[src/hdl/dep_cfg.svh]
`ifndef DEP_CFG_SVH
`define DEP_CFG_SVH

// general-purpose register file.
`define DEP_NUM_GPR 8

// three scoreboard bits per gpr: low byte, second byte, upper half.
`define DEP_GPR_SB_W 24

// one bit per register.
`define DEP_SEG_SB_W 8
`define DEP_MM_SB_W 8

`endif

[src/hdl/dep_pkg.sv]
`include "dep_cfg.svh"

package dep_pkg;

   typedef enum logic [1:0] {
      sz8  = 2'b00,
      sz16 = 2'b01,
      sz32 = 2'b10
   } opsize_t;

   // destination class, the opcode as seen by this stage.
   typedef enum logic [1:0] {
      dst_none = 2'b00,
      dst_gpr  = 2'b01,
      dst_seg  = 2'b10,
      dst_mm   = 2'b11
   } dst_kind_t;

   typedef struct packed {
      logic       needed;
      logic [2:0] id;
      opsize_t    size;
   } src_desc_t;

   typedef enum logic {
      st_idle = 1'b0,
      st_hold = 1'b1
   } ctrl_state_t;

   localparam int GPR_BITS = `DEP_GPR_SB_W / `DEP_NUM_GPR;

   // scoreboard bits touched by a sized gpr operand.
   function automatic logic [`DEP_GPR_SB_W-1:0] gpr_mask(opsize_t size, logic [2:0] id);
      logic [2:0]               owner;
      logic [2:0]               bits;
      logic [`DEP_GPR_SB_W-1:0] m;
      owner = id;
      case (size)
         sz8: begin
            owner = {1'b0, id[1:0]};         // ids 4..7 are the second byte of 0..3.
            bits  = id[2] ? 3'b010 : 3'b001;
         end
         sz16:    bits = 3'b011;
         default: bits = 3'b111;
      endcase
      m = '0;
      m[owner*GPR_BITS +: 3] = bits;
      return m;
   endfunction

endpackage

[src/hdl/stage_sb_if.sv]
`timescale 1ns/100ps
`include "dep_cfg.svh"

// destinations owned by one pipeline stage.
interface stage_sb_if;
   logic                     v;
   logic [`DEP_GPR_SB_W-1:0] gpr;
   logic [`DEP_SEG_SB_W-1:0] seg;
   logic [`DEP_MM_SB_W-1:0]  mm;

   modport producer (
      output v, gpr, seg, mm
   );

   modport consumer (
      input v, gpr, seg, mm
   );
endinterface

[src/hdl/sb_encode.sv]
`timescale 1ns/100ps
`include "dep_cfg.svh"

module sb_encode (
   input  dep_pkg::dst_kind_t        dst_kind,
   input  logic [2:0]                dst_id,
   input  dep_pkg::opsize_t          dst_size,
   output logic [`DEP_GPR_SB_W-1:0]  gpr_sb,
   output logic [`DEP_SEG_SB_W-1:0]  seg_sb,
   output logic [`DEP_MM_SB_W-1:0]   mm_sb
);

   always_comb begin
      gpr_sb = '0;
      seg_sb = '0;
      mm_sb  = '0;
      case (dst_kind)
         dep_pkg::dst_gpr: gpr_sb = dep_pkg::gpr_mask(dst_size, dst_id);
         dep_pkg::dst_seg: seg_sb[dst_id] = 1'b1;
         dep_pkg::dst_mm:  mm_sb[dst_id] = 1'b1;
         dep_pkg::dst_none: begin
            // no register written.
         end
      endcase
   end

endmodule

[src/hdl/gpr_scoreboard_check.sv]
`timescale 1ns/100ps
`include "dep_cfg.svh"

module gpr_scoreboard_check (
   input  logic                     stage_v,
   input  dep_pkg::src_desc_t       src,
   input  logic [`DEP_GPR_SB_W-1:0] gpr_sb,
   output logic                     stall
);

   logic [`DEP_GPR_SB_W-1:0] src_mask;
   logic [`DEP_GPR_SB_W-1:0] busy;

   // byte lanes this source reads, at its owning register.
   assign src_mask = dep_pkg::gpr_mask(src.size, src.id);
   assign busy     = src_mask & gpr_sb;

   assign stall = stage_v & src.needed & (|busy);

endmodule

[src/hdl/reg_dependency_check.sv]
`timescale 1ns/100ps
`include "dep_cfg.svh"

module reg_dependency_check (
   input  logic               stage_v,
   input  dep_pkg::src_desc_t sr1,
   input  dep_pkg::src_desc_t sr2,
   input  logic               seg1_needed,
   input  logic [2:0]         seg1_id,
   input  logic               mm1_needed,
   stage_sb_if.consumer       ag2,
   stage_sb_if.consumer       me,
   stage_sb_if.consumer       me2,
   stage_sb_if.consumer       ex,
   output logic               dep_stall
);

   logic [`DEP_GPR_SB_W-1:0] gpr_busy;
   logic [`DEP_SEG_SB_W-1:0] seg_busy;
   logic [`DEP_MM_SB_W-1:0]  mm_busy;
   logic sr1_stall, sr2_stall, seg1_stall, mm1_stall;

   // union of every valid younger stage.
   assign gpr_busy = ({`DEP_GPR_SB_W{ag2.v}} & ag2.gpr) | ({`DEP_GPR_SB_W{me.v}} & me.gpr) |
                     ({`DEP_GPR_SB_W{me2.v}} & me2.gpr) | ({`DEP_GPR_SB_W{ex.v}} & ex.gpr);
   assign seg_busy = ({`DEP_SEG_SB_W{ag2.v}} & ag2.seg) | ({`DEP_SEG_SB_W{me.v}} & me.seg) |
                     ({`DEP_SEG_SB_W{me2.v}} & me2.seg) | ({`DEP_SEG_SB_W{ex.v}} & ex.seg);
   assign mm_busy  = ({`DEP_MM_SB_W{ag2.v}} & ag2.mm) | ({`DEP_MM_SB_W{me.v}} & me.mm) |
                     ({`DEP_MM_SB_W{me2.v}} & me2.mm) | ({`DEP_MM_SB_W{ex.v}} & ex.mm);

   gpr_scoreboard_check u_gpr_check_sr1 (
      .stage_v (stage_v),
      .src     (sr1),
      .gpr_sb  (gpr_busy),
      .stall   (sr1_stall)
   );

   gpr_scoreboard_check u_gpr_check_sr2 (
      .stage_v (stage_v),
      .src     (sr2),
      .gpr_sb  (gpr_busy),
      .stall   (sr2_stall)
   );

   assign seg1_stall = stage_v & seg1_needed & seg_busy[seg1_id];
   assign mm1_stall  = stage_v & mm1_needed & mm_busy[sr1.id];  // mmx source shares sr1's id.

   assign dep_stall = sr1_stall | sr2_stall | seg1_stall | mm1_stall;

endmodule

[src/hdl/stage_pipe.sv]
`timescale 1ns/100ps
`include "dep_cfg.svh"

module stage_pipe (
   input  logic                     clk,
   input  logic                     reset,
   input  logic                     issue,
   input  logic [`DEP_GPR_SB_W-1:0] gpr_sb,
   input  logic [`DEP_SEG_SB_W-1:0] seg_sb,
   input  logic [`DEP_MM_SB_W-1:0]  mm_sb,
   stage_sb_if.producer             ag2,
   stage_sb_if.producer             me,
   stage_sb_if.producer             me2,
   stage_sb_if.producer             ex
);

   always_ff @(posedge clk) begin
      if (reset) begin
         ag2.v <= 1'b0;
         me.v  <= 1'b0;
         me2.v <= 1'b0;
         ex.v  <= 1'b0;
      end else begin
         ag2.v <= issue;   // bubble when nothing issues.
         me.v  <= ag2.v;
         me2.v <= me.v;
         ex.v  <= me2.v;   // retires on the next edge.
      end
   end

   always_ff @(posedge clk) begin
      if (issue) begin
         ag2.gpr <= gpr_sb;
         ag2.seg <= seg_sb;
         ag2.mm  <= mm_sb;
      end
      me.gpr  <= ag2.gpr;
      me.seg  <= ag2.seg;
      me.mm   <= ag2.mm;
      me2.gpr <= me.gpr;
      me2.seg <= me.seg;
      me2.mm  <= me.mm;
      ex.gpr  <= me2.gpr;
      ex.seg  <= me2.seg;
      ex.mm   <= me2.mm;
   end

endmodule

[src/hdl/issue_ctrl.sv]
`timescale 1ns/100ps

module issue_ctrl (
   input  logic               clk,
   input  logic               reset,
   input  logic               in_valid,
   input  logic [3:0]         in_tag,
   input  dep_pkg::src_desc_t sr1,
   input  dep_pkg::src_desc_t sr2,
   input  logic               seg1_needed,
   input  logic [2:0]         seg1_id,
   input  logic               mm1_needed,
   input  dep_pkg::dst_kind_t dst_kind,
   input  logic [2:0]         dst_id,
   input  dep_pkg::opsize_t   dst_size,
   input  logic               dep_stall,
   output logic               ready,
   output logic               stage_v,
   output dep_pkg::src_desc_t held_sr1,
   output dep_pkg::src_desc_t held_sr2,
   output logic               held_seg1_needed,
   output logic [2:0]         held_seg1_id,
   output logic               held_mm1_needed,
   output dep_pkg::dst_kind_t held_dst_kind,
   output logic [2:0]         held_dst_id,
   output dep_pkg::opsize_t   held_dst_size,
   output logic               issue,
   output logic [3:0]         issue_tag
);

   dep_pkg::ctrl_state_t state;
   logic                 accept;

   assign stage_v = (state == dep_pkg::st_hold);
   assign issue   = stage_v & ~dep_stall;
   assign ready   = ~stage_v | issue;    // empty, or leaving this cycle.
   assign accept  = in_valid & ready;

   always_ff @(posedge clk) begin
      if (reset) begin
         state <= dep_pkg::st_idle;
      end else if (accept) begin
         state <= dep_pkg::st_hold;
      end else if (issue) begin
         state <= dep_pkg::st_idle;
      end
   end

   // read-stage instruction.
   always_ff @(posedge clk) begin
      if (accept) begin
         held_sr1         <= sr1;
         held_sr2         <= sr2;
         held_seg1_needed <= seg1_needed;
         held_seg1_id     <= seg1_id;
         held_mm1_needed  <= mm1_needed;
         held_dst_kind    <= dst_kind;
         held_dst_id      <= dst_id;
         held_dst_size    <= dst_size;
         issue_tag        <= in_tag;
      end
   end

endmodule

[src/hdl/dep_issue_top.sv]
`timescale 1ns/100ps
`include "dep_cfg.svh"

module dep_issue_top (
   input  logic               clk,
   input  logic               reset,
   input  logic               in_valid,
   input  logic [3:0]         in_tag,
   input  dep_pkg::dst_kind_t dst_kind,
   input  logic [2:0]         dst_id,
   input  dep_pkg::opsize_t   dst_size,
   input  logic               sr1_needed,
   input  logic [2:0]         sr1_id,
   input  dep_pkg::opsize_t   sr1_size,
   input  logic               sr2_needed,
   input  logic [2:0]         sr2_id,
   input  dep_pkg::opsize_t   sr2_size,
   input  logic               seg1_needed,
   input  logic [2:0]         seg1_id,
   input  logic               mm1_needed,
   output logic               ready,
   output logic               issue_valid,
   output logic [3:0]         issue_tag,
   output logic               dep_stall
);

   dep_pkg::src_desc_t       sr1, sr2, held_sr1, held_sr2;
   dep_pkg::dst_kind_t       held_dst_kind;
   dep_pkg::opsize_t         held_dst_size;
   logic [2:0]               held_dst_id, held_seg1_id;
   logic                     held_seg1_needed, held_mm1_needed;
   logic                     stage_v, issue;
   logic [`DEP_GPR_SB_W-1:0] gpr_sb;
   logic [`DEP_SEG_SB_W-1:0] seg_sb;
   logic [`DEP_MM_SB_W-1:0]  mm_sb;

   stage_sb_if ag2_sb ();
   stage_sb_if me_sb ();
   stage_sb_if me2_sb ();
   stage_sb_if ex_sb ();

   assign sr1 = '{needed: sr1_needed, id: sr1_id, size: sr1_size};
   assign sr2 = '{needed: sr2_needed, id: sr2_id, size: sr2_size};

   assign issue_valid = issue;

   issue_ctrl u_issue_ctrl (
      .clk (clk), .reset (reset),
      .in_valid (in_valid), .in_tag (in_tag),
      .sr1 (sr1), .sr2 (sr2),
      .seg1_needed (seg1_needed), .seg1_id (seg1_id), .mm1_needed (mm1_needed),
      .dst_kind (dst_kind), .dst_id (dst_id), .dst_size (dst_size),
      .dep_stall (dep_stall),
      .ready (ready), .stage_v (stage_v),
      .held_sr1 (held_sr1), .held_sr2 (held_sr2),
      .held_seg1_needed (held_seg1_needed), .held_seg1_id (held_seg1_id),
      .held_mm1_needed (held_mm1_needed),
      .held_dst_kind (held_dst_kind), .held_dst_id (held_dst_id),
      .held_dst_size (held_dst_size),
      .issue (issue), .issue_tag (issue_tag)
   );

   reg_dependency_check u_reg_dependency_check (
      .stage_v (stage_v),
      .sr1 (held_sr1), .sr2 (held_sr2),
      .seg1_needed (held_seg1_needed), .seg1_id (held_seg1_id),
      .mm1_needed (held_mm1_needed),
      .ag2 (ag2_sb), .me (me_sb), .me2 (me2_sb), .ex (ex_sb),
      .dep_stall (dep_stall)
   );

   sb_encode u_sb_encode (
      .dst_kind (held_dst_kind), .dst_id (held_dst_id), .dst_size (held_dst_size),
      .gpr_sb (gpr_sb), .seg_sb (seg_sb), .mm_sb (mm_sb)
   );

   stage_pipe u_stage_pipe (
      .clk (clk), .reset (reset), .issue (issue),
      .gpr_sb (gpr_sb), .seg_sb (seg_sb), .mm_sb (mm_sb),
      .ag2 (ag2_sb), .me (me_sb), .me2 (me2_sb), .ex (ex_sb)
   );

endmodule

[config.mk]
export PLATFORM = sky130hd
export DESIGN_NAME = dep_issue_top
export DESIGN_NICKNAME = d
export VERILOG_FILES = /design/src/hdl/dep_pkg.sv /design/src/hdl/stage_sb_if.sv /design/src/hdl/sb_encode.sv /design/src/hdl/gpr_scoreboard_check.sv /design/src/hdl/reg_dependency_check.sv /design/src/hdl/stage_pipe.sv /design/src/hdl/issue_ctrl.sv /design/src/hdl/dep_issue_top.sv
export VERILOG_INCLUDE_DIRS = /design/src /design/src/hdl
export SDC_FILE = /design/constraint.sdc
export NUM_CORES = 1
export LEC_CHECK = 0
export ABC_AREA = 1
export BUFFER_PORTS_ARGS = -buffer_cell sky130_fd_sc_hd__buf_4
export CAP_MARGIN = 20
export CORE_UTILIZATION = 50
export CTS_BUF_LIST = sky130_fd_sc_hd__clkbuf_4 sky130_fd_sc_hd__clkbuf_8 sky130_fd_sc_hd__clkbuf_16
export CTS_CLUSTER_DIAMETER = 60
export CTS_CLUSTER_SIZE = 12
export DETAILED_ROUTE_END_ITERATION = 8
export PLACE_DENSITY = 0.67
export SLEW_MARGIN = 20
export SYNTH_ARGS = -nofsm -noshare
export SYNTH_HDL_FRONTEND = slang
export SYNTH_SLANG_ARGS = --single-unit
[constraint.sdc]
create_clock -name clk -period 4.5 [get_ports clk]
set_clock_uncertainty 0.05 [all_clocks]
set_input_delay 0 -clock clk [delete_from_list [all_inputs] [get_ports clk]]
set_output_delay 0 -clock clk [all_outputs]
set_load 0.05 [all_outputs]
After elaboration in Yosys (flattened, before gate mapping)
Index checks and enable logic that the tools add are counted.
Widths: inputs -> output; s select.
- mux-type cells: 19
- eq/ne operators: 6
- reduce and logical (&&, ||, !) cells: 7
- shift operators: 6
- $add $sub $neg: 3
- $lt $le $gt $ge: 4
- bitwise gates (word level): 42
- multiply operators: 3
- operator list (kind ; count):
    $and 24x24->24 ; 9
    $neg 5->34 ; 3
    $shift 3x34->24 const A ; 3
    $shiftx 3x34->24 ; 3
    $or 24x24->24 ; 3
    $and 8x8->8 ; 8
    $or 8x8->8 ; 6
    $reduce_or 24->1 ; 2
    $pmux 3 s2 ; 3
    $mul 3x2->5 const B ; 3
    $mux 3 ; 5
    $lt 3x4->1 const B ; 3
    $and 1x1->1 ; 10
    $eq 2x1->1 const B ; 4
    $bmux 1 s3 ; 2
    $logic_not 2->1 ; 3
    $mux 2 ; 3
    $mux 1 ; 5
    $eq 2x2->1 const B ; 2
    $or 1x1->1 ; 4
    $demux 1 s3 ; 1
    $ge 3x1->1 const B ; 1
    $not 1->1 ; 2
    $reduce_bool 2->1 ; 1
    $logic_and 1x1->1 ; 1
- word-level logic and storage cells: 120
- output and inout bits: 7
- register bits after elaboration: 193

Logic depth before layout (Yosys ltp)
- depth after elaboration: 17
- depth in mapped cells: 17
- mapped depth without buffers: 17

By module
Synthesis repeated with hierarchy kept, for this count alone.
- cell total of the unflattened synthesis: 791
- area total of the unflattened synthesis: 7400.8 sq um
- modules (own cells, without submodules) (module ; cells each ; sequential area each (sq um) ; times used ; area each (sq um)):
    stage_pipe ; 172 ; 3683.5 ; 1 ; 3713.6
    reg_dependency_check ; 271 ; 0.0 ; 1 ; 1189.9
    gpr_scoreboard_check ; 103 ; 0.0 ; 2 ; 530.5
    issue_ctrl ; 35 ; 860.8 ; 1 ; 892.1
    sb_encode ; 107 ; 0.0 ; 1 ; 544.3

Least setup slack after synthesis
Ideal clock, no wire load.
- path type: register to register
- start point: register, netlist name u_issue_ctrl.held_sr2[2]
- end point: register u_stage_pipe.ag2.gpr[0] (enable)
- path slack: -0.214 ns
- arrival: 4.197 ns
- path buffers: 1
- stages on the path, launching flop included: 15
- cells stage by stage: edfxtp_1 -> inv_1 -> ha_1 -> buf_2 -> nand3_1 -> nor2_1 -> a21oi_1 -> nor2_1 -> nor2_1 -> nand2_1 -> nor2_1 -> nand2_1 -> nand2_2 -> nand3_4 -> nor2_1
- word-level cells in the longest chain between the ends: 13
- elaborated cells between the ends (all ways): 14
- ends and longest elaborated chain (element ; RTL line ; source):
    $mux 3 (*) ; dep_pkg.sv:38 ; case (size)
    $mul 3x2->5 (*) ; dep_pkg.sv:47 ; m[owner*GPR_BITS +: 3] = bits;
    $neg 5->34 (*) ; dep_pkg.sv:47 ;
    $shiftx 3x34->24 or $shift 3x34->24 (tied branches) ; dep_pkg.sv:47 ;
    $and 24x24->24 (no source line) (*) ; -- ;
    $and 24x24->24 (*) ; gpr_scoreboard_check.sv:16 ; assign busy = src_mask & gpr_sb;
    $reduce_or 24->1 (*) ; gpr_scoreboard_check.sv:18 ; assign stall = stage_v & src.needed & (|busy);
    $and 1x1->1 (*) ; gpr_scoreboard_check.sv:18 ;
    $or 1x1->1 (*) (3 in series) ; reg_dependency_check.sv:48 ; assign dep_stall = sr1_stall | sr2_stall | seg1_stall | mm1_stall;
    named net dep_stall ; dep_issue_top.sv:24 ; output logic dep_stall
    $not 1->1 (*) ; issue_ctrl.sv:35 ; assign issue = stage_v & ~dep_stall;
    $and 1x1->1 (*) ; issue_ctrl.sv:35 ;
    named net issue_valid ; dep_issue_top.sv:22 ; output logic issue_valid,
    end: declaration ; stage_sb_if.sv:12 ; output v, gpr, seg, mm
The timed path passes the listed nets; every way through them passes the cells marked *.
A chain may end at the register's enable or synchronous reset.

Worst setup path after layout
- start point: register, netlist name u_issue_ctrl.held_sr1[2]
- end point: output issue_valid
- word-level cells in the longest chain between the ends: 13
- elaborated cells between the ends (all ways): 17
- ends and longest elaborated chain (element ; RTL line):
    $mux 3 ; dep_pkg.sv:38
    $mul 3x2->5 ; dep_pkg.sv:47
    $neg 5->34 ; dep_pkg.sv:47
    $shiftx 3x34->24 or $shift 3x34->24 (tied branches) ; dep_pkg.sv:47
    $and 24x24->24 (no source line) ; --
    $and 24x24->24 ; gpr_scoreboard_check.sv:16
    $reduce_or 24->1 ; gpr_scoreboard_check.sv:18
    $and 1x1->1 ; gpr_scoreboard_check.sv:18
    $or 1x1->1 (2 in series) ; reg_dependency_check.sv:48
    $or 1x1->1 (*) ; reg_dependency_check.sv:48
    $not 1->1 (*) ; issue_ctrl.sv:35
    $and 1x1->1 (*) ; issue_ctrl.sv:35
    end: declaration ; dep_issue_top.sv:22
Mark *: on every way between the ends. The rest lies on a longest branch, timed or not. The select of a mux whose other input is x is not followed.

==> key figures <==
Status
  • Status: finished, final reports clean

Layout
  • Final cell count without fillers: 1008
  • Share of layout cells above drive strength 1: 12.6%
  • Area grow syn2layout: 18.6%
  • Nets@finish: 858
  • Ant. Diodes: 0

Synth
  • Top cells by area, synth: dfxtp_1, edfxtp_1, nand2_1, nor2_1, nand3_1
  • Top_reg_cell synth: dfxtp_1
  • EDFF count, synth: 68
  • Cells after synthesis: 746
  • Post-synth ARST share: 0%
  • YS warnings: 0
  • Top post-synthesis cells by count: nand2_1, dfxtp_1, nor2_1
  • Area leader, netlist: dfxtp_1
  • Distinct cells, synth: 34
  • Mean post-synth cell area: 9.52 µm²
  • Cell Area, Synth: 7100 µm²
  • Top cell type's share of synthesized area: 35.2%
  • Sequential area share after synthesis: 64.0%
  • Number of synthesized register bits: 193
  • Syn nets: 789
  • Most common cell in the netlist: nand2_1

Placed design
  • Port-buffer cells: 37
  • Placed insts: 946
  • DPL Wire Length: 10.7 mm
  • Gpl congestion: 0.929

Setup path
  • Worst EP required: 4.45 ns
  • R2R Setup Slk: 0.92 ns
  • Setup CP Type: flip-flop to output port
  • Worst setup SP type: flip-flop
  • CP arrival: 3.88 ns
  • Crit-path max FO: 41
  • Crit end category: output port

Detailed routing
  • WL final: 15.8 mm
  • Pre-antenna DRT Iters: 5
  • Vias per inst: 5.19
  • Vias: 5234
  • 1st-iter DRT viols: 343
  • Post-route ant nets: 0
  • DRC viols: 0
  • Wire per inst: 15.7 µm

STA
  • Final TNS setup: 0 ns
  • Rel. slew slack: 36.6%
  • Setup-failing EPs final: 0
  • Slew Limit Fails: 0
  • Unrepaired setup endpoints after global routing: no
  • Achievable Freq: 0.254 GHz
  • Final hold violations: 0
  • Min Hold Slack: 0.228 ns
  • Worst-Margin Slew: 0.951 ns
  • Final worst path period share: 87.4%
  • Tmin final: 3.93 ns

Clocking
  • TritonCTS Sinks: 193
  • Postcts setup bufs: 0
  • Clk buf depth: 2
  • Worst skew pair latency: 0.43 ns
  • Worst-path clk slew: 0.08 ns
  • Number of buffers created by CTS: 17
  • Clock root cell: clkbuf_16
  • Clock H-tree levels: 4
  • CTS tree: built

Power and ir drop
  • Static leakage: 3.44 nW
  • Maximum vdd drop: 314 µV
  • PwrDens: 451 nW/µm²
  • Design Power: 0.00380 W

Global routing
  • Congestion Overflow GR: 0
  • Total track usage: 23.1%
  • Pin count of the biggest net entering global routing: 42
  • Vias in the first global route: 5068
  • First-pass GRT wire length: 25.4 mm
  • Initial antenna violation count: 0

Floorplan
  • Die Area: 14700 µm²
  • Rows: 43
  • Core area: 13900 µm²
  • Initial Utilization: 51.2%
  • X dimension of the die: 121 µm
  • Chip Height: 121 µm
  • I/O Pins: 38

Min path
  • Hold crit path type: input pin to flip-flop

Job
  • Max Cap Viol: 0
## final cells by class
cell class,count,area (µm²)
Inverter,45,171
Clock inverter,13,140
Tap cell,180,225
Multi-Input combinational cell,488,2290
Sequential cell,193,4550
Clock buffer,19,453
Timing Repair Buffer,70,601
Fill cell,1167,5450
## worst paths after layout
path	start	endpoint	cells after the start
worst min-delay path	seg1_id[2]	u_issue_ctrl.held_seg1_id[2]	2
worst max-delay path	u_issue_ctrl.held_sr1[2]	issue_valid	14
worst max register to register	u_issue_ctrl.held_sr1[2]	u_stage_pipe.ag2.gpr[23]	13
worst min register to register	u_stage_pipe.me.gpr[17]	u_stage_pipe.me2.gpr[17]	0
## cell usage in the layout, fill, tap and decap left out, types with 3 or more instances in the layout
cell type	netlist	layout
a21oi_1	20	20
buf_4	2	40
clkbuf_16	0	17
dfxtp_1	125	121
dfxtp_2	0	4
dlygate4sd3_1	0	30
edfxtp_1	68	68
ha_1	12	12
inv_1	40	40
inv_2	3	3
inv_8	0	4
nand2_1	223	223
nand2_2	10	10
nand3_1	59	59
nand3b_1	4	4
nand4_1	37	37
nor2_1	81	79
nor2_2	6	7
nor3_1	6	6
o21ai_0	12	12
o21ai_1	4	4
## metal layers
layer	global-route usage [%]	vias up	routed length, µm
met5	0	-	0
met4	8.33	0	236
met3	5.40	18	602
met2	37.0	122	7480
met1	30.5	2480	7470
li1	-	2614	-
## through the flow
| stage | setup slack, ns | util, % | cell area (µm²) |
|---|---|---|---|
| 4_1_cts | 0.577 | 60.7 | 8430 |
| 5_1_grt | 0.270 | 60.7 | 8430 |
| 2_1_floorplan | 0.712 | - | 7110 |
| 3_3_place_gp | 1.01 | 54.3 | 7530 |
| 6_report | 0.566 | 60.7 | 8430 |
| 3_5_place_dp | 0.965 | 54.3 | 7530 |
## registers in the layout, summed over array words and instances (netlist names), 2 cells and up
signal,count
u_stage_pipe.ag2.mm,8
u_stage_pipe.ex.gpr,24
u_issue_ctrl.held_seg1_id,3
u_stage_pipe.me.mm,8
u_stage_pipe.me2.mm,8
u_stage_pipe.me2.gpr,24
u_stage_pipe.ex.mm,8
u_stage_pipe.me.seg,8
u_stage_pipe.me2.seg,8
u_stage_pipe.ag2.gpr,24
u_issue_ctrl.held_dst_id,3
u_issue_ctrl.held_sr1,6
u_issue_ctrl.held_sr2,6
u_stage_pipe.ag2.seg,8
u_issue_ctrl.held_dst_kind,2
u_issue_ctrl.issue_tag,4
u_stage_pipe.me.gpr,24
u_issue_ctrl.held_dst_size,2
u_stage_pipe.ex.seg,8
## logic make-up after synthesis
logic type	after synthesis	share of synthesized area [%]
buffers and inverters	65	3.96
AOI/OAI and AO/OA	42	3.17
DFF	193	64.0
adders and majority gates	12	2.11
and+or+nand+nor	434	26.8
## report_power, final
group	switching, W	internal, W	leakage (nW)	total (W)
Clock	0.000706	0.000772	0.287	0.00148
Combinational	0.000200	0.000108	1.45	0.000308
Sequential	0.0000818	0.00193	1.71	0.00202
## worst max-delay path, stage by stage, from the launching register on
cell and delay, ns:
edfxtp_1 0.76, inv_2 0.24, ha_1 0.63, nor3_1 0.13, o21ai_0 0.12, nand3_1 0.11
nand2_1 0.07, inv_1 0.04, a21oi_1 0.13, nand3_1 0.12, nand2_2 0.09, nand3_4 0.12
nor2_4 0.11, buf_4 0.45, buf_4 0.30
## what timing repair did
action                    in CTS  in global routing
hold endpoints to repair      34                  0
gates resized for setup        0                  0
hold buffers                  30                  0
No activity file was read; power rests on OpenSTA's default activity.
